[src/verilog/rv32i_types_pkg.sv]
//------------------------------
// rv32i instruction encodings
// opcodes, funct3 codes and the
// packed views of one word
//------------------------------
package rv32i_types_pkg;

  typedef logic [31:0] word_t;

  // major opcodes in bits [6:0]
  typedef enum logic [6:0] {
    LUI     = 7'b0110111,
    AUIPC   = 7'b0010111,
    JAL     = 7'b1101111,
    JALR    = 7'b1100111,
    BRANCH  = 7'b1100011,
    LOAD    = 7'b0000011,
    STORE   = 7'b0100011,
    IMMED   = 7'b0010011,
    REGREG  = 7'b0110011,
    MISCMEM = 7'b0001111,
    SYSTEM  = 7'b1110011
  } opcode_t;

  typedef enum logic [2:0] {
    ADDI  = 3'b000,
    SLLI  = 3'b001,
    SLTI  = 3'b010,
    SLTIU = 3'b011,
    XORI  = 3'b100,
    SRI   = 3'b101,
    ORI   = 3'b110,
    ANDI  = 3'b111
  } imm_funct3_t;

  typedef enum logic [2:0] {
    ADDSUB = 3'b000,
    SLL    = 3'b001,
    SLT    = 3'b010,
    SLTU   = 3'b011,
    XOR    = 3'b100,
    SR     = 3'b101,
    OR     = 3'b110,
    AND    = 3'b111
  } reg_funct3_t;

  // 3'b100 is unused in the system space
  typedef enum logic [2:0] {
    PRIV   = 3'b000,
    CSRRW  = 3'b001,
    CSRRS  = 3'b010,
    CSRRC  = 3'b011,
    CSRRWI = 3'b101,
    CSRRSI = 3'b110,
    CSRRCI = 3'b111
  } system_funct3_t;

  typedef struct packed {
    logic [11:0] imm11_00;
    logic [4:0]  rs1;
    logic [2:0]  funct3;
    logic [4:0]  rd;
    opcode_t     opcode;
  } itype_t;

  typedef struct packed {
    logic [6:0] imm11_05;
    logic [4:0] rs2;
    logic [4:0] rs1;
    logic [2:0] funct3;
    logic [4:0] imm04_00;
    opcode_t    opcode;
  } stype_t;

  typedef struct packed {
    logic [6:0] funct7;
    logic [4:0] rs2;
    logic [4:0] rs1;
    logic [2:0] funct3;
    logic [4:0] rd;
    opcode_t    opcode;
  } rtype_t;

  typedef struct packed {
    logic       imm12;
    logic [5:0] imm10_05;
    logic [4:0] rs2;
    logic [4:0] rs1;
    logic [2:0] funct3;
    logic [3:0] imm04_01;
    logic       imm11;
    opcode_t    opcode;
  } sbtype_t;

  typedef struct packed {
    logic [19:0] imm31_12;
    logic [4:0]  rd;
    opcode_t     opcode;
  } utype_t;

  typedef struct packed {
    logic       imm20;
    logic [9:0] imm10_01;
    logic       imm11;
    logic [7:0] imm19_12;
    logic [4:0] rd;
    opcode_t    opcode;
  } ujtype_t;

endpackage

[src/verilog/dispatch_types_pkg.sv]
//------------------------------
// dispatch side types
// fetch packet, decoded record
// and decoder output encodings
//------------------------------
package dispatch_types_pkg;

  // word tagged with its pc
  typedef struct packed {
    rv32i_types_pkg::word_t pc;
    rv32i_types_pkg::word_t instr;
  } fetch_pkt_t;

  // functional unit select
  typedef enum logic [1:0] {
    ARITH_S     = 2'd0,
    MUL_S       = 2'd1,
    DIV_S       = 2'd2,
    LOADSTORE_S = 2'd3
  } sfu_type_t;

  typedef enum logic [3:0] {
    ALU_ADD  = 4'd0,
    ALU_SUB  = 4'd1,
    ALU_SLL  = 4'd2,
    ALU_SRL  = 4'd3,
    ALU_SRA  = 4'd4,
    ALU_AND  = 4'd5,
    ALU_OR   = 4'd6,
    ALU_XOR  = 4'd7,
    ALU_SLT  = 4'd8,
    ALU_SLTU = 4'd9
  } alu_op_t;

  // register write-back source
  typedef enum logic [2:0] {
    LOAD_SRC = 3'd0,
    JUMP_SRC = 3'd1,
    LUI_SRC  = 3'd2,
    ALU_SRC  = 3'd3,
    CSR_SRC  = 3'd4
  } w_src_t;

  typedef enum logic [1:0] {
    CSR_NONE = 2'd0,
    CSR_SWAP = 2'd1,
    CSR_SET  = 2'd2,
    CSR_CLR  = 2'd3
  } csr_op_t;

  typedef struct packed {
    rv32i_types_pkg::word_t   pc;
    rv32i_types_pkg::word_t   imm;
    rv32i_types_pkg::opcode_t opcode;
    sfu_type_t                sfu_type;
    alu_op_t                  alu_op;
    w_src_t                   w_src;
    csr_op_t                  csr_op;
    logic                     csr_imm;
    logic [4:0]               rd;
    logic [4:0]               rs1;
    logic [4:0]               rs2;
    logic                     wen;
    logic                     branch;
    logic                     jump;
    logic                     illegal;
    logic                     halt;
  } decoded_instr_t;

endpackage

[src/verilog/fetch_issuer.sv]
//------------------------------
// fetch issuer
// tags incoming words with a pc
// and pushes them on credits
//------------------------------
module fetch_issuer #(
  parameter int                     QUEUE_DEPTH = 4,
  parameter rv32i_types_pkg::word_t RESET_PC    = 32'h0000_0200
) (
  input  logic                           CLK,
  input  logic                           reset_i,
  input  rv32i_types_pkg::word_t         instr_i,
  input  logic                           instr_valid_i,
  input  logic                           credit_return_i,
  output logic                           instr_ready_o,
  output dispatch_types_pkg::fetch_pkt_t push_pkt_o,
  output logic                           push_valid_o
);
  import rv32i_types_pkg::*;

  localparam int CNT_W = $clog2(QUEUE_DEPTH + 1);

  logic [CNT_W-1:0] credit_cnt;
  word_t            pc_q;
  logic             accept;

  // one credit per free queue slot
  assign instr_ready_o = (credit_cnt != '0);
  assign accept        = instr_valid_i && instr_ready_o;

  // push goes out in the accept cycle
  assign push_valid_o     = accept;
  assign push_pkt_o.pc    = pc_q;
  assign push_pkt_o.instr = instr_i;

  always_ff @(posedge CLK) begin
    if (reset_i) begin
      credit_cnt <= CNT_W'(QUEUE_DEPTH);
      pc_q       <= RESET_PC;
    end else begin
      case ({accept, credit_return_i})
        2'b10:   credit_cnt <= credit_cnt - 1'b1;
        2'b01:   credit_cnt <= credit_cnt + 1'b1;
        default: credit_cnt <= credit_cnt;
      endcase
      if (accept) begin
        pc_q <= pc_q + 32'd4;
      end
    end
  end

  // queue must never hand back more credits than it has slots
  a_credit_bound: assert property (@(posedge CLK) disable iff (reset_i)
    credit_cnt <= CNT_W'(QUEUE_DEPTH))
    else $error("credit count 0x%0h above queue depth", credit_cnt);

endmodule

[src/verilog/instr_queue.sv]
//------------------------------
// instruction queue
// circular buffer of fetch
// packets, one credit per pop
//------------------------------
module instr_queue #(
  parameter int QUEUE_DEPTH = 4
) (
  input  logic                           CLK,
  input  logic                           reset_i,
  input  dispatch_types_pkg::fetch_pkt_t push_pkt_i,
  input  logic                           push_valid_i,
  input  logic                           pop_i,
  output dispatch_types_pkg::fetch_pkt_t head_pkt_o,
  output logic                           head_valid_o,
  output logic                           credit_return_o
);
  import dispatch_types_pkg::*;

  localparam int PTR_W = (QUEUE_DEPTH > 1) ? $clog2(QUEUE_DEPTH) : 1;
  localparam int CNT_W = $clog2(QUEUE_DEPTH + 1);

  fetch_pkt_t       mem [QUEUE_DEPTH];
  logic [PTR_W-1:0] wr_ptr;
  logic [PTR_W-1:0] rd_ptr;
  logic [CNT_W-1:0] count;
  logic             full;
  logic             empty;

  assign full  = (count == CNT_W'(QUEUE_DEPTH));
  assign empty = (count == '0);

  assign head_pkt_o      = mem[rd_ptr];
  assign head_valid_o    = !empty;
  assign credit_return_o = pop_i;

  // payload storage
  always_ff @(posedge CLK) begin
    if (push_valid_i) begin
      mem[wr_ptr] <= push_pkt_i;
    end
  end

  // pointers wrap at the depth, which need not be a power of two
  always_ff @(posedge CLK) begin
    if (reset_i) begin
      wr_ptr <= '0;
      rd_ptr <= '0;
      count  <= '0;
    end else begin
      if (push_valid_i) begin
        wr_ptr <= (wr_ptr == PTR_W'(QUEUE_DEPTH - 1)) ? '0 : wr_ptr + 1'b1;
      end
      if (pop_i) begin
        rd_ptr <= (rd_ptr == PTR_W'(QUEUE_DEPTH - 1)) ? '0 : rd_ptr + 1'b1;
      end
      case ({push_valid_i, pop_i})
        2'b10:   count <= count + 1'b1;
        2'b01:   count <= count - 1'b1;
        default: count <= count;
      endcase
    end
  end

  // issuer credits keep pushes in bounds
  a_no_overflow: assert property (@(posedge CLK) disable iff (reset_i)
    push_valid_i |-> !full)
    else $error("push into full queue");

  a_no_underflow: assert property (@(posedge CLK) disable iff (reset_i)
    pop_i |-> !empty)
    else $error("pop from empty queue");

endmodule

[src/verilog/control_unit.sv]
//------------------------------
// control unit
// decodes the queue head and
// holds the dispatch record
//------------------------------
module control_unit (
  input  logic                               CLK,
  input  logic                               reset_i,
  input  dispatch_types_pkg::fetch_pkt_t     head_pkt_i,
  input  logic                               head_valid_i,
  input  logic                               dispatch_ready_i,
  output logic                               pop_o,
  output dispatch_types_pkg::decoded_instr_t dispatch_o,
  output logic                               dispatch_valid_o
);
  import rv32i_types_pkg::*;
  import dispatch_types_pkg::*;

  word_t          instr;
  itype_t         instr_i;
  stype_t         instr_s;
  rtype_t         instr_r;
  sbtype_t        instr_sb;
  utype_t         instr_u;
  ujtype_t        instr_uj;
  opcode_t        opcode;
  decoded_instr_t dec;
  logic           is_imm;
  logic           is_reg;
  logic           sr;
  logic           add_sub;

  // views of the same word
  assign instr    = head_pkt_i.instr;
  assign instr_i  = itype_t'(instr);
  assign instr_s  = stype_t'(instr);
  assign instr_r  = rtype_t'(instr);
  assign instr_sb = sbtype_t'(instr);
  assign instr_u  = utype_t'(instr);
  assign instr_uj = ujtype_t'(instr);
  assign opcode   = opcode_t'(instr[6:0]);

  assign is_imm  = (opcode == IMMED);
  assign is_reg  = (opcode == REGREG);
  assign sr      = (is_imm && instr_i.funct3 == SRI) || (is_reg && instr_r.funct3 == SR);
  assign add_sub = is_reg && (instr_r.funct3 == ADDSUB);

  always_comb begin
    dec         = '0;
    dec.pc      = head_pkt_i.pc;
    dec.opcode  = opcode;
    dec.rd      = instr[11:7];
    dec.rs1     = instr[19:15];
    dec.rs2     = instr[24:20];
    dec.branch  = (opcode == BRANCH);
    dec.jump    = (opcode == JAL) || (opcode == JALR);
    // jump-to-self is the halt marker
    dec.halt    = (instr == 32'h0000_006f);

    // immediate by format
    case (opcode)
      IMMED, LOAD, JALR, SYSTEM, MISCMEM:
        dec.imm = {{20{instr_i.imm11_00[11]}}, instr_i.imm11_00};
      STORE:
        dec.imm = {{20{instr_s.imm11_05[6]}}, instr_s.imm11_05, instr_s.imm04_00};
      BRANCH:
        dec.imm = {{19{instr_sb.imm12}}, instr_sb.imm12, instr_sb.imm11,
                   instr_sb.imm10_05, instr_sb.imm04_01, 1'b0};
      LUI, AUIPC:
        dec.imm = {instr_u.imm31_12, 12'b0};
      JAL:
        dec.imm = {{11{instr_uj.imm20}}, instr_uj.imm20, instr_uj.imm19_12,
                   instr_uj.imm11, instr_uj.imm10_01, 1'b0};
      default:
        dec.imm = '0;
    endcase

    // functional unit with the m extension on funct7 of one
    if (is_reg && instr_r.funct7 == 7'b000_0001) begin
      dec.sfu_type = instr_r.funct3[2] ? DIV_S : MUL_S;
    end else if (opcode == LOAD || opcode == STORE) begin
      dec.sfu_type = LOADSTORE_S;
    end else begin
      dec.sfu_type = ARITH_S;
    end

    // alu op by first match
    if ((is_imm && instr_i.funct3 == SLLI) || (is_reg && instr_r.funct3 == SLL))
      dec.alu_op = ALU_SLL;
    else if (sr && instr[30])
      dec.alu_op = ALU_SRA;
    else if (sr)
      dec.alu_op = ALU_SRL;
    else if ((is_imm && instr_i.funct3 == ADDI) || opcode == AUIPC ||
             (add_sub && !instr[30]) || opcode == LOAD || opcode == STORE)
      dec.alu_op = ALU_ADD;
    else if (add_sub)
      dec.alu_op = ALU_SUB;
    else if ((is_imm && instr_i.funct3 == ANDI) || (is_reg && instr_r.funct3 == AND))
      dec.alu_op = ALU_AND;
    else if ((is_imm && instr_i.funct3 == ORI) || (is_reg && instr_r.funct3 == OR))
      dec.alu_op = ALU_OR;
    else if ((is_imm && instr_i.funct3 == XORI) || (is_reg && instr_r.funct3 == XOR))
      dec.alu_op = ALU_XOR;
    else if ((is_imm && instr_i.funct3 == SLTI) || (is_reg && instr_r.funct3 == SLT))
      dec.alu_op = ALU_SLT;
    else if ((is_imm && instr_i.funct3 == SLTIU) || (is_reg && instr_r.funct3 == SLTU))
      dec.alu_op = ALU_SLTU;
    else
      dec.alu_op = ALU_ADD;

    // csr op and immediate form
    if (opcode == SYSTEM) begin
      case (instr_i.funct3)
        CSRRW, CSRRWI: dec.csr_op = CSR_SWAP;
        CSRRS, CSRRSI: dec.csr_op = CSR_SET;
        CSRRC, CSRRCI: dec.csr_op = CSR_CLR;
        default:       dec.csr_op = CSR_NONE;
      endcase
      dec.csr_imm = instr_i.funct3[2] && (dec.csr_op != CSR_NONE);
    end

    case (opcode)
      LOAD:                  dec.w_src = LOAD_SRC;
      JAL, JALR:             dec.w_src = JUMP_SRC;
      LUI:                   dec.w_src = LUI_SRC;
      IMMED, AUIPC, REGREG:  dec.w_src = ALU_SRC;
      SYSTEM:                dec.w_src = CSR_SRC;
      default:               dec.w_src = LOAD_SRC;
    endcase

    case (opcode)
      IMMED, LUI, AUIPC, REGREG, JAL, JALR, LOAD: dec.wen = 1'b1;
      SYSTEM:  dec.wen = (dec.csr_op != CSR_NONE);
      default: dec.wen = 1'b0;
    endcase

    // illegal on unknown opcodes and on odd funct7 other than the m extension
    case (opcode)
      REGREG: dec.illegal = instr_r.funct7[0] && (instr_r.funct7 != 7'b000_0001);
      LUI, AUIPC, JAL, JALR, BRANCH, LOAD, STORE, IMMED, SYSTEM, MISCMEM:
        dec.illegal = 1'b0;
      default: dec.illegal = 1'b1;
    endcase
  end

  // take the head when the output slot is free or draining
  assign pop_o = head_valid_i && (!dispatch_valid_o || dispatch_ready_i);

  always_ff @(posedge CLK) begin
    if (reset_i) begin
      dispatch_valid_o <= 1'b0;
    end else if (pop_o) begin
      dispatch_valid_o <= 1'b1;
    end else if (dispatch_ready_i) begin
      dispatch_valid_o <= 1'b0;
    end
  end

  always_ff @(posedge CLK) begin
    if (pop_o) begin
      dispatch_o <= dec;
    end
  end

  a_hold_on_stall: assert property (@(posedge CLK) disable iff (reset_i)
    dispatch_valid_o && !dispatch_ready_i |=> dispatch_valid_o && $stable(dispatch_o))
    else $error("dispatch record changed under stall");

endmodule

[src/verilog/decode_frontend.sv]
//------------------------------
// decode front end top level
// issuer, queue, control unit
//------------------------------
module decode_frontend #(
  parameter int                     QUEUE_DEPTH = 4,
  parameter rv32i_types_pkg::word_t RESET_PC    = 32'h0000_0200
) (
  input  logic                               CLK,
  input  logic                               reset_i,
  input  rv32i_types_pkg::word_t             instr_i,
  input  logic                               instr_valid_i,
  output logic                               instr_ready_o,
  output dispatch_types_pkg::decoded_instr_t dispatch_o,
  output logic                               dispatch_valid_o,
  input  logic                               dispatch_ready_i
);
  import dispatch_types_pkg::*;

  fetch_pkt_t push_pkt;
  fetch_pkt_t head_pkt;
  logic       push_valid;
  logic       head_valid;
  logic       pop;
  logic       credit_return;

  fetch_issuer #(
    .QUEUE_DEPTH (QUEUE_DEPTH),
    .RESET_PC    (RESET_PC)
  ) u_fetch_issuer (
    .CLK             (CLK),
    .reset_i         (reset_i),
    .instr_i         (instr_i),
    .instr_valid_i   (instr_valid_i),
    .credit_return_i (credit_return),
    .instr_ready_o   (instr_ready_o),
    .push_pkt_o      (push_pkt),
    .push_valid_o    (push_valid)
  );

  instr_queue #(
    .QUEUE_DEPTH (QUEUE_DEPTH)
  ) u_instr_queue (
    .CLK             (CLK),
    .reset_i         (reset_i),
    .push_pkt_i      (push_pkt),
    .push_valid_i    (push_valid),
    .pop_i           (pop),
    .head_pkt_o      (head_pkt),
    .head_valid_o    (head_valid),
    .credit_return_o (credit_return)
  );

  control_unit u_control_unit (
    .CLK              (CLK),
    .reset_i          (reset_i),
    .head_pkt_i       (head_pkt),
    .head_valid_i     (head_valid),
    .dispatch_ready_i (dispatch_ready_i),
    .pop_o            (pop),
    .dispatch_o       (dispatch_o),
    .dispatch_valid_o (dispatch_valid_o)
  );

endmodule

[config.mk]
export PLATFORM = sky130hd
export DESIGN_NAME = decode_frontend
export DESIGN_NICKNAME = d
export VERILOG_FILES = /design/src/verilog/rv32i_types_pkg.sv /design/src/verilog/dispatch_types_pkg.sv /design/src/verilog/fetch_issuer.sv /design/src/verilog/instr_queue.sv /design/src/verilog/control_unit.sv /design/src/verilog/decode_frontend.sv
export SDC_FILE = /design/constraint.sdc
export NUM_CORES = 1
export LEC_CHECK = 0
export BUFFER_PORTS_ARGS = -buffer_cell sky130_fd_sc_hd__clkbuf_2
export CAP_MARGIN = 20
export CORE_MARGIN = 3
export CORE_UTILIZATION = 33
export CTS_BUF_LIST = sky130_fd_sc_hd__clkbuf_4 sky130_fd_sc_hd__clkbuf_8 sky130_fd_sc_hd__clkbuf_16
export DETAILED_ROUTE_END_ITERATION = 16
export GPL_TIMING_DRIVEN = 0
export PLACE_DENSITY = 0.53
export SETUP_SLACK_MARGIN = 0.5
export SLEW_MARGIN = 20
export SYNTH_ARGS = -nofsm -noshare
export SYNTH_HDL_FRONTEND = slang
export SYNTH_HIERARCHICAL = 1
export SYNTH_SLANG_ARGS = --single-unit
[constraint.sdc]
create_clock -name CLK -period 12.5 [get_ports CLK]
set_input_delay 0.625 -clock CLK [delete_from_list [all_inputs] [get_ports CLK]]
set_output_delay 0.625 -clock CLK [all_outputs]
set_load 0.02 [all_outputs]
# Yosys cells after proc, flatten, opt, wreduce, memory -nomap -nowiden
# Memory sizes are Yosys's and may differ from the RTL's. A register that Yosys moved wholly into a read port is not among the register bits.
# Index checks and enable logic that the tools add are counted.
# Widths: inputs -> output; s select.
[totals]
regBits = 146
latchBits = 0
ram_bits = 256
rom_bits = 0
output_inout_bits = 105
elab_cells = 144
memories = 1
[mem_list]
columns = ["memory", "depth", "width", "rd", "rd_ports_with_merged_regs", "write_ports", "line_no", "text"]
rows = [
  ["u_instr_queue.mem", 4, 64, 1, 1, 1, "instr_queue.sv:23", "fetch_pkt_t mem [QUEUE_DEPTH];"],
]
[classes]
n_addsub = 7
n_mul = 0
div = 0
order_cmp = 0
eq_ne = 25
shift = 0
mux = 29
bitwise = 0
reduce_logical = 58
[ops]
columns = ["cell", "count"]
rows = [
  ["$pmux 32 s5", 1],
  ["$add 32x3->32 const B", 1],
  ["$eq 32x7->1 const B", 1],
  ["$eq 7x7->1 const B", 4],
  ["$mux 3", 8],
  ["$logic_and 1x1->1", 23],
  ["$eq 7x6->1 const B", 3],
  ["$mux 2", 8],
  ["$eq 7x5->1 const B", 2],
  ["$logic_or 1x1->1", 14],
  ["$eq 3x3->1 const B", 4],
  ["$pmux 3 s2", 2],
  ["$pmux 3 s4", 1],
  ["$reduce_or 2->1", 6],
  ["$reduce_or 10->1", 1],
  ["$mux 4", 2],
  ["$reduce_bool 2->1", 4],
  ["$reduce_or 8->1", 1],
  ["$eq 7x1->1 const B", 1],
  ["$eq 7x2->1 const B", 1],
  ["$eq 7x4->1 const B", 1],
  ["$ne 7x1->1 const B", 1],
  ["$reduce_or 7->1", 1],
  ["$add 3x1->3 const B", 2],
  ["14 further kinds", 26],
]

# Longest topological paths before layout
# Gate-level depths: netlist of the first run.
[logic_depth]
depth_word = 12
ltp_mapped = 9
depth_no_buf = 9

# By module
# The synthesis of the first run kept the hierarchy.
[by_module_without_submodules]
columns = ["mod", "n_inst", "cells_each", "area_per_inst_um2", "seq_area_each_um2"]
rows = [
  ["instr_queue", 1, 378, 9750.6, 7867.5],
  ["control_unit", 1, 239, 3966.3, 3113.0],
  ["fetch_issuer", 1, 217, 1886.8, 660.6],
]

# Worst setup path before layout of the first run
# OpenSTA, ideal clock, no wires.
[synth_timing]
kind = "input port to flip-flop"
startpoint = "input port dispatch_ready_i"
endpoint = "register u_fetch_issuer.credit_cnt[2]"
setup_ns = 0.132
arrival_time_ns = 10.494
slack_ns = 1.874
path_stages = 9
n_path_buf = 1
path_cell_list = "inv_1 > a21boi_0 > buf_4 > ha_1 > inv_1 > fa_1 > xor2_1 > o21ai_0 > or3b_2"
[synth_between]
elab_chain_cells = 4
elab_cells_between_ends = 6
[synth_rtl]
columns = ["item", "line_no", "text"]
rows = [
  ["start: declaration", "decode_frontend.sv:16", "input logic dispatch_ready_i"],
  ["$logic_or 1x1->1 *", "control_unit.sv:148", "assign pop_o = head_valid_i && (!dispatch_valid_o || dispatch_ready_i);"],
  ["$logic_and 1x1->1 *", "control_unit.sv:148", ""],
  ["via pop", "decode_frontend.sv:24", "logic pop;"],
  ["$eq 2x1->1 / $eq 2x2->1 (equally long branches)", "fetch_issuer.sv:41", "case ({accept, credit_return_i})"],
  ["$pmux 3 s2 / $reduce_bool 2->1 (equally long branches)", "-", ""],
  ["end signal: assignment", "fetch_issuer.sv:42", "2'b10: credit_cnt <= credit_cnt - 1'b1;"],
  ["end signal: assignment", "fetch_issuer.sv:43", "2'b01: credit_cnt <= credit_cnt + 1'b1;"],
  ["end signal: assignment", "fetch_issuer.sv:44", "default: credit_cnt <= credit_cnt;"],
  ["end: declaration", "fetch_issuer.sv:23", "logic [CNT_W-1:0] credit_cnt;"],
]
# The timed path passes the listed nets; every way through them passes the cells marked *.
# A chain may end at the register's enable or synchronous reset.

==> out/metrics.csv, run 1 <==
stage,metric,value,unit
floorplan,die-area,49900,um^2
timing,skew,0.0137,ns
worst_hold_path,hold_path_class,input port to flip-flop,
yosys,synth_top_area_cell,edfxtp_1,
power_and_ir_drop,leakage,0.00664,uW
yosys,synthCells,834,
floorplan,rows,79,
final_layout,layout_commonest_cell,edfxtp_1,
placement,dp_cells,1560,
floorplan,ios,141,
routing,drt_iter0_markers,392,
global_route,grt_pass1_vias,8126,
clock_network,post_cts_buffers,0,
global_route,grt_pass1_wl,49800,um
final_layout,diodes,0,
timing,hold_viol,0,
setup_path,critical_path.top_delay_family,simple AND/OR/NAND/NOR gates,
final_layout,area_growth,20.0,%
setup_path,crit_required,12.93,ns
clock_network,tritoncts,yes,
yosys,synthFlopType,edfxtp_1,
setup_path,crit_path_start_kind,flip-flop,
clock_network,root_buffer,clkbuf_16,
setup_path,cpPeakStageDelay,0.49,ns
setup_path,cp_cell_sequence,"clkbuf_2, buf_2, mux4_2, or2_1, nor4_4, o31a_1, a21o_1",
global_route,antenna_found_initial,0,
timing,period_share,0.239,
yosys,synth_top_cells_by_area,"edfxtp_1 69%, mux4_2 8.7%, dfxtp_1 5.5%",
final_layout,mostFrequentLayoutCells,"359 x edfxtp_1, 109 x clkbuf_2, 60 x mux4_2, 48 x clkbuf_16, 43 x dfxtp_1",
routing,detail_route.drc_violations,0,
global_route,grt_start_max_net_pins,41,
timing,hold_slack,0.265,ns
timing,max_freq,334,MHz
routing,num_vias,7932,
clock_network,cts_buffer_depth,3,
yosys,seq_area_frac_synth,0.746,
yosys,synth_area,15600,um^2
setup_path,endpoint_kind,flip-flop,
floorplan,die_w,223,um
final_layout,finalCoreUtilization,0.401,
placement,hpwlAfterDp,21200,um
status,status,"complete, no violations",
routing,ant_nets,0,
clock_network,cts_num_sinks,402,
timing,slew-limit-headroom,0.524,
setup_path,crit_fanout,10,
placement,gp_congestion,0.775,
yosys,yosys_warnings,6,
setup_path,worstPathArrival,3.42,ns
yosys,synth_edf_count,359,
timing,tightest_slew,0.713,ns
yosys,syn_avg_cell_area,18.7,um^2
clock_network,cts_buffers,45,
yosys,synth_cell_type_count,60,
clock_network,htree_levels,2,
timing,rsz0062_at_grt,false,
yosys,async_reset_ff_frac,0,
worst_hold_path,hp-start,instr_i[21],
final_layout,fin_nets,1046,
power_and_ir_drop,powerDensity,243,nW/um^2
yosys,synth_top_area_share,0.691,
routing,post_drt_wl_per_cell,19.8,um
routing,vias_per_cell,4.83,
setup_path,cp_slowest_cell,o31a_1,
clock_network,post_cts_resized,0,
final_layout,drive_gt1_frac,0.329,
routing,dr.pass1.iters,6,
placement,portBuffers,108,
setup_path,path_class,flip-flop to flip-flop,
yosys,synth_seq_cells,402,
global_route,grtUsageTotal,0.131,
flow_run,maxCapViolCount,0,
floorplan,core_area,46700,um^2
floorplan,start_util,0.334,
clock_network,clkTransAtPathRegs,0.06,ns
timing,finalSetupViolations,0,
clock_network,clk_latency,0.56,ns
global_route,gr-total-overflow,0,
final_layout,fin_cells,1641,
routing,drt_wl_total,32500,um
clock_network,hold_buffers,0,
timing,period_minus_slack,2.99,ns
setup_path,crit_buf_inv,2,
power_and_ir_drop,ir_worst_vdd,0.0000935,V
floorplan,fp.dieH,223,um
timing,slew_violations,0,
## stage by stage
| step | worst slack [ns] | total power [uW] | instance area (um^2) | setup TNS, ns |
|---|---|---|---|---|
| finish | 9.51 | 4550 | 18700 | 0 |
| global route | 9.32 | 4780 | 18700 | 0 |
| CTS | 9.49 | 4640 | 18700 | 0 |
| detailed placement | 9.51 | 3280 | 17200 | 0 |
| global placement | -3.38 | 3240 | 16900 | -206.33 |
| floorplan | 1.87 | 2830 | 15600 | 0 |
## cells in the mapped netlist, types with 3 or more instances
library cell	number
edfxtp_1	359
mux4_2	60
dfxtp_1	43
buf_4	36
a21oi_1	32
nor2_1	27
nand2_1	23
a21o_1	21
inv_1	16
and2_1	15
buf_2	14
or4_1	14
nand3_1	12
o31ai_1	11
or3_1	9
ha_1	8
o21ai_0	8
xor2_1	8
nor2b_1	7
nor3_1	7
buf_12	6
clkbuf_1	6
nand4_1	6
nor3b_1	6
nor4_1	6
o21ai_1	6
a32o_1	5
mux2i_1	5
and3_1	4
and4_1	4
mux2_2	4
mux4_1	4
nand4_2	4
xnor2_1	4
a211oi_1	3
## layer usage
layer / track usage / part of all wire
met1: 0.168 / 0.43
met3: 0.0274 / 0.045
met4: 0.0448 / 0.023
met2: 0.222 / 0.50
met5: 0 / 0
## area by class of cell
type                    count  area, um^2
multi-input cells         351        3410
inverters                  16        60.1
fillers                  4240       27900
clock inverters            17         190
repair buffers            118         793
well taps                 607         759
flip-flops and latches    402       11600
clock buffers              64        1350
plain buffers              66         514
## sequential cells by signal, summed over array words and instances (netlist names), named ones only
name and flops:
u_instr_queue/mem 256, u_instr_queue/count 3, u_instr_queue/wr_ptr 2, u_fetch_issuer/credit_cnt 3, u_instr_queue/rd_ptr 2, u_control_unit/dispatch_o 103
u_control_unit/dispatch_valid_o 1, u_fetch_issuer/pc_q 30
## worst paths after layout
kind	slack, ns	cells after the start	to
setup / recovery	9.51	7	u_control_unit/dispatch_o[55]
setup reg to reg	9.51	7	u_control_unit/dispatch_o[55]
hold / removal	0.26	1	u_instr_queue/mem[3][21]
hold reg to reg	0.49	2	u_instr_queue/count[2]
## report_power, final
part           internal (uW)  leakage [uW]  total [uW]  switching [uW]
registers               1810       0.00375        1900            84.0
logic                    510       0.00211        1320             805
clock network            832      0.000779        1340             509
total                   3150       0.00664        4550            1400
## cell families after synthesis
logic type | Yosys count | synth area share
flip-flops | 402 | 0.746
multiplexers | 73 | 0.0994
buffers and inverters | 82 | 0.0368
AO/OA/AOI/OAI | 96 | 0.0401
AND/OR/NAND/NOR | 158 | 0.0617
adder cells (fa/ha/maj) | 10 | 0.00898
other | 1 | 0.000240
XOR/XNOR | 12 | 0.00674
## worst register-to-register path, stage by stage (launching register included)
cell and delay (ns):
dfxtp_1 0.30, clkbuf_2 0.33, buf_2 0.37, mux4_2 0.46, or2_1 0.35, nor4_4 0.43
o31a_1 0.49, a21o_1 0.14
Power figures use the tool's default switching activity.
==> inputs of run 2 (changes only) <==
ABC_AREA = 1   (was default)
clock period = 2.8 ns   (was 12.5 ns; I/O delays follow)
==> out/metrics.csv, run 2 <==
stage,metric,value,unit
status,status,"complete, no violations",
global_route,grt_pass1_wl,59900,um
routing,detail_route.drc_violations,0,
timing,hold_slack,0.0364,ns
floorplan,die-area,51800,um^2
yosys,async_reset_ff_frac,0,
yosys,synth_area,16200,um^2
timing,slew-limit-headroom,0.515,
final_layout,mostFrequentLayoutCells,"359 x edfxtp_1, 213 x nor2_1, 118 x clkbuf_2, 109 x nand2_1, 76 x o21ai_0",
timing,slew_violations,0,
yosys,syn_avg_cell_area,12.5,um^2
setup_path,cp_slowest_cell,o22ai_1,
final_layout,reg.largest.list,"u_instr_queue/mem x256, u_control_unit/dispatch_o x103, u_fetch_issuer/pc_q x30",
yosys,synthCells,1295,
global_route,antenna_found_initial,3,
placement,hpwlAfterDp,26200,um
yosys,synth_seq_cells,402,
routing,drt_iter0_markers,757,
setup_path,critical_path.top_delay_family,buffers and inverters,
clock_network,htree_levels,2,
yosys,synth_top_area_share,0.666,
yosys,synth_cell_type_count,47,
final_layout,layout_commonest_cell,edfxtp_1,
placement,gp_congestion,0.835,
final_layout,fin_nets,1574,
power_and_ir_drop,power,22900,uW
worst_hold_path,hold_path_class,input port to flip-flop,
flow_run,maxCapViolCount,0,
clock_network,clk_latency,0.54,ns
global_route,gr-total-overflow,0,
power_and_ir_drop,ir_worst_vdd,0.000923,V
clock_network,clkTransAtPathRegs,0.06,ns
setup_path,cpPeakStageDelay,0.45,ns
global_route,grt_pass1_vias,10200,
yosys,seq_area_frac_synth,0.719,
timing,max_freq,449,MHz
yosys,synth_common_cells,"359 x edfxtp_1, 224 x nor2_1, 114 x nand2_1, 88 x o21ai_0, 87 x inv_1",
clock_network,tritoncts,yes,
final_layout,largest_register_ffs,256,
routing,post_drt_wl_per_cell,17.9,um
final_layout,area_growth,25.5,%
floorplan,core_area,48100,um^2
routing,drt_wl_total,39800,um
timing,period_share,0.796,
yosys,synth_top_cells_by_area,"edfxtp_1 67%, dfxtp_1 5.3%, nor2_1 5.2%",
timing,finalSetupViolations,0,
clock_network,cts_buffers,43,
yosys,synth_edf_count,359,
floorplan,fp.dieH,228,um
timing,hold_viol,0,
setup_path,path_class,flip-flop to flip-flop,
routing,vias_per_cell,4.68,
floorplan,die_w,228,um
floorplan,ios,141,
timing,period_minus_slack,2.23,ns
setup_path,crit_buf_inv,7,
global_route,grt_start_max_net_pins,29,
setup_path,crit_required,3.10,ns
floorplan,rows,80,
yosys,synthFlopType,edfxtp_1,
setup_path,worstPathArrival,2.53,ns
yosys,yosysMostFrequentCell,edfxtp_1,
yosys,yosys_warnings,6,
setup_path,cp_cell_sequence,"buf_6, inv_4, buf_12, buf_4, clkbuf_16, buf_4, nor2_1, o22ai_1, inv_1, nand4_1, nor2_1, nand3_1, nor3_1",
final_layout,finalCoreUtilization,0.422,
setup_path,crit_fanout,10,
placement,dp_cells,2073,
routing,num_vias,10400,
final_layout,drive_gt1_frac,0.252,
clock_network,cts_num_sinks,402,
floorplan,start_util,0.336,
power_and_ir_drop,leakage,0.00763,uW
power_and_ir_drop,powerDensity,1130,nW/um^2
placement,portBuffers,108,
routing,ant_nets,0,
routing,dr.pass1.iters,5,
clock_network,cts_buffer_depth,3,
timing,tightest_slew,0.728,ns
global_route,grtUsageTotal,0.152,
setup_path,endpoint_kind,flip-flop,
setup_path,crit_path_start_kind,flip-flop,
timing,skew,0.0132,ns
timing,rsz0062_at_grt,true,
final_layout,regMostFlops,u_instr_queue/mem,
clock_network,root_buffer,clkbuf_16,
final_layout,fin_cells,2220,
yosys,synth_top_area_cell,edfxtp_1,
[run 2: area by class of cell]
type / count / area (um^2)
plain buffers: 84 / 664
well taps: 656 / 821
fillers: 4467 / 27800
clock inverters: 30 / 335
multi-input cells: 716 / 3850
repair buffers: 186 / 1470
inverters: 94 / 383
diodes: 1 / 2.50
flip-flops and latches: 402 / 11600
clock buffers: 50 / 1150
repair inverters: 1 / 5.00
[run 2: tightest hold or removal path: stages]
cell	delay, ns
clkbuf_2	0.11
nand2_4	0.19
a21oi_1	0.10
[run 2: path summary, 6_finish.rpt]
check / from / to / slack (ns) / cells past startpoint
worst max-delay path: flip-flop / u_control_unit/dispatch_o[0] / 0.57 / 13
worst max register to register: flip-flop / u_control_unit/dispatch_o[0] / 0.57 / 13
worst min-delay path: instr_valid_i / u_fetch_issuer/pc_q[2] / 0.04 / 3
worst min register to register: u_instr_queue/count[0] / u_instr_queue/count[0] / 0.49 / 2
[run 2: cell families (layout without fill, tap and decap cells)]
| logic type | Yosys count | in the layout | synth area share |
|---|---|---|---|
| AOI/OAI and AO/OA | 248 | 248 | 0.0841 |
| xor gates and xnor gates | 5 | 5 | 0.00270 |
| adders and majority gates | 10 | 10 | 0.00865 |
| buffers and inverters | 178 | 445 | 0.0595 |
| DFF | 402 | 402 | 0.719 |
| other | 1 | 3 | 0.000232 |
| and+or+nand+nor | 451 | 451 | 0.126 |
[run 2: what timing repair did]
action / CTS / global route
pin swaps: 10 / 17
gates resized for setup: 45 / 48
gates cloned: 2 / 2
buffers inserted: 17 / 11
hold buffers: 34 / 0
setup endpoints to repair: 71 / 79
hold endpoints to repair: 129 / 0
[run 2: per-stage QoR]
| stage | worst slack [ns] | area, um^2 | setup TNS [ns] |
|---|---|---|---|
| global placement | -1.68 | 17600 | -170.24 |
| floorplan | -0.656 | 16200 | -2.90 |
| finish | 0.572 | 20300 | 0 |
| global route | 0.466 | 20300 | 0 |
| detailed placement | -0.198 | 17900 | -4.91 |
| CTS | 0.490 | 20100 | 0 |
[run 2: power by group]
group          internal [uW]  switching (uW)  leakage (uW)
Combinational           2770            5520       0.00319
Clock                   3590            2320      0.000730
Sequential              8330             412       0.00371
Total                  14700            8260       0.00763
[run 2: routing by layer]
layer,vias up,GRT usage,part of all wire
met5,-,0,0.00068
met4,4,0.0423,0.021
met3,67,0.0263,0.051
met2,244,0.261,0.49
met1,5025,0.200,0.43
li1,5059,-,-
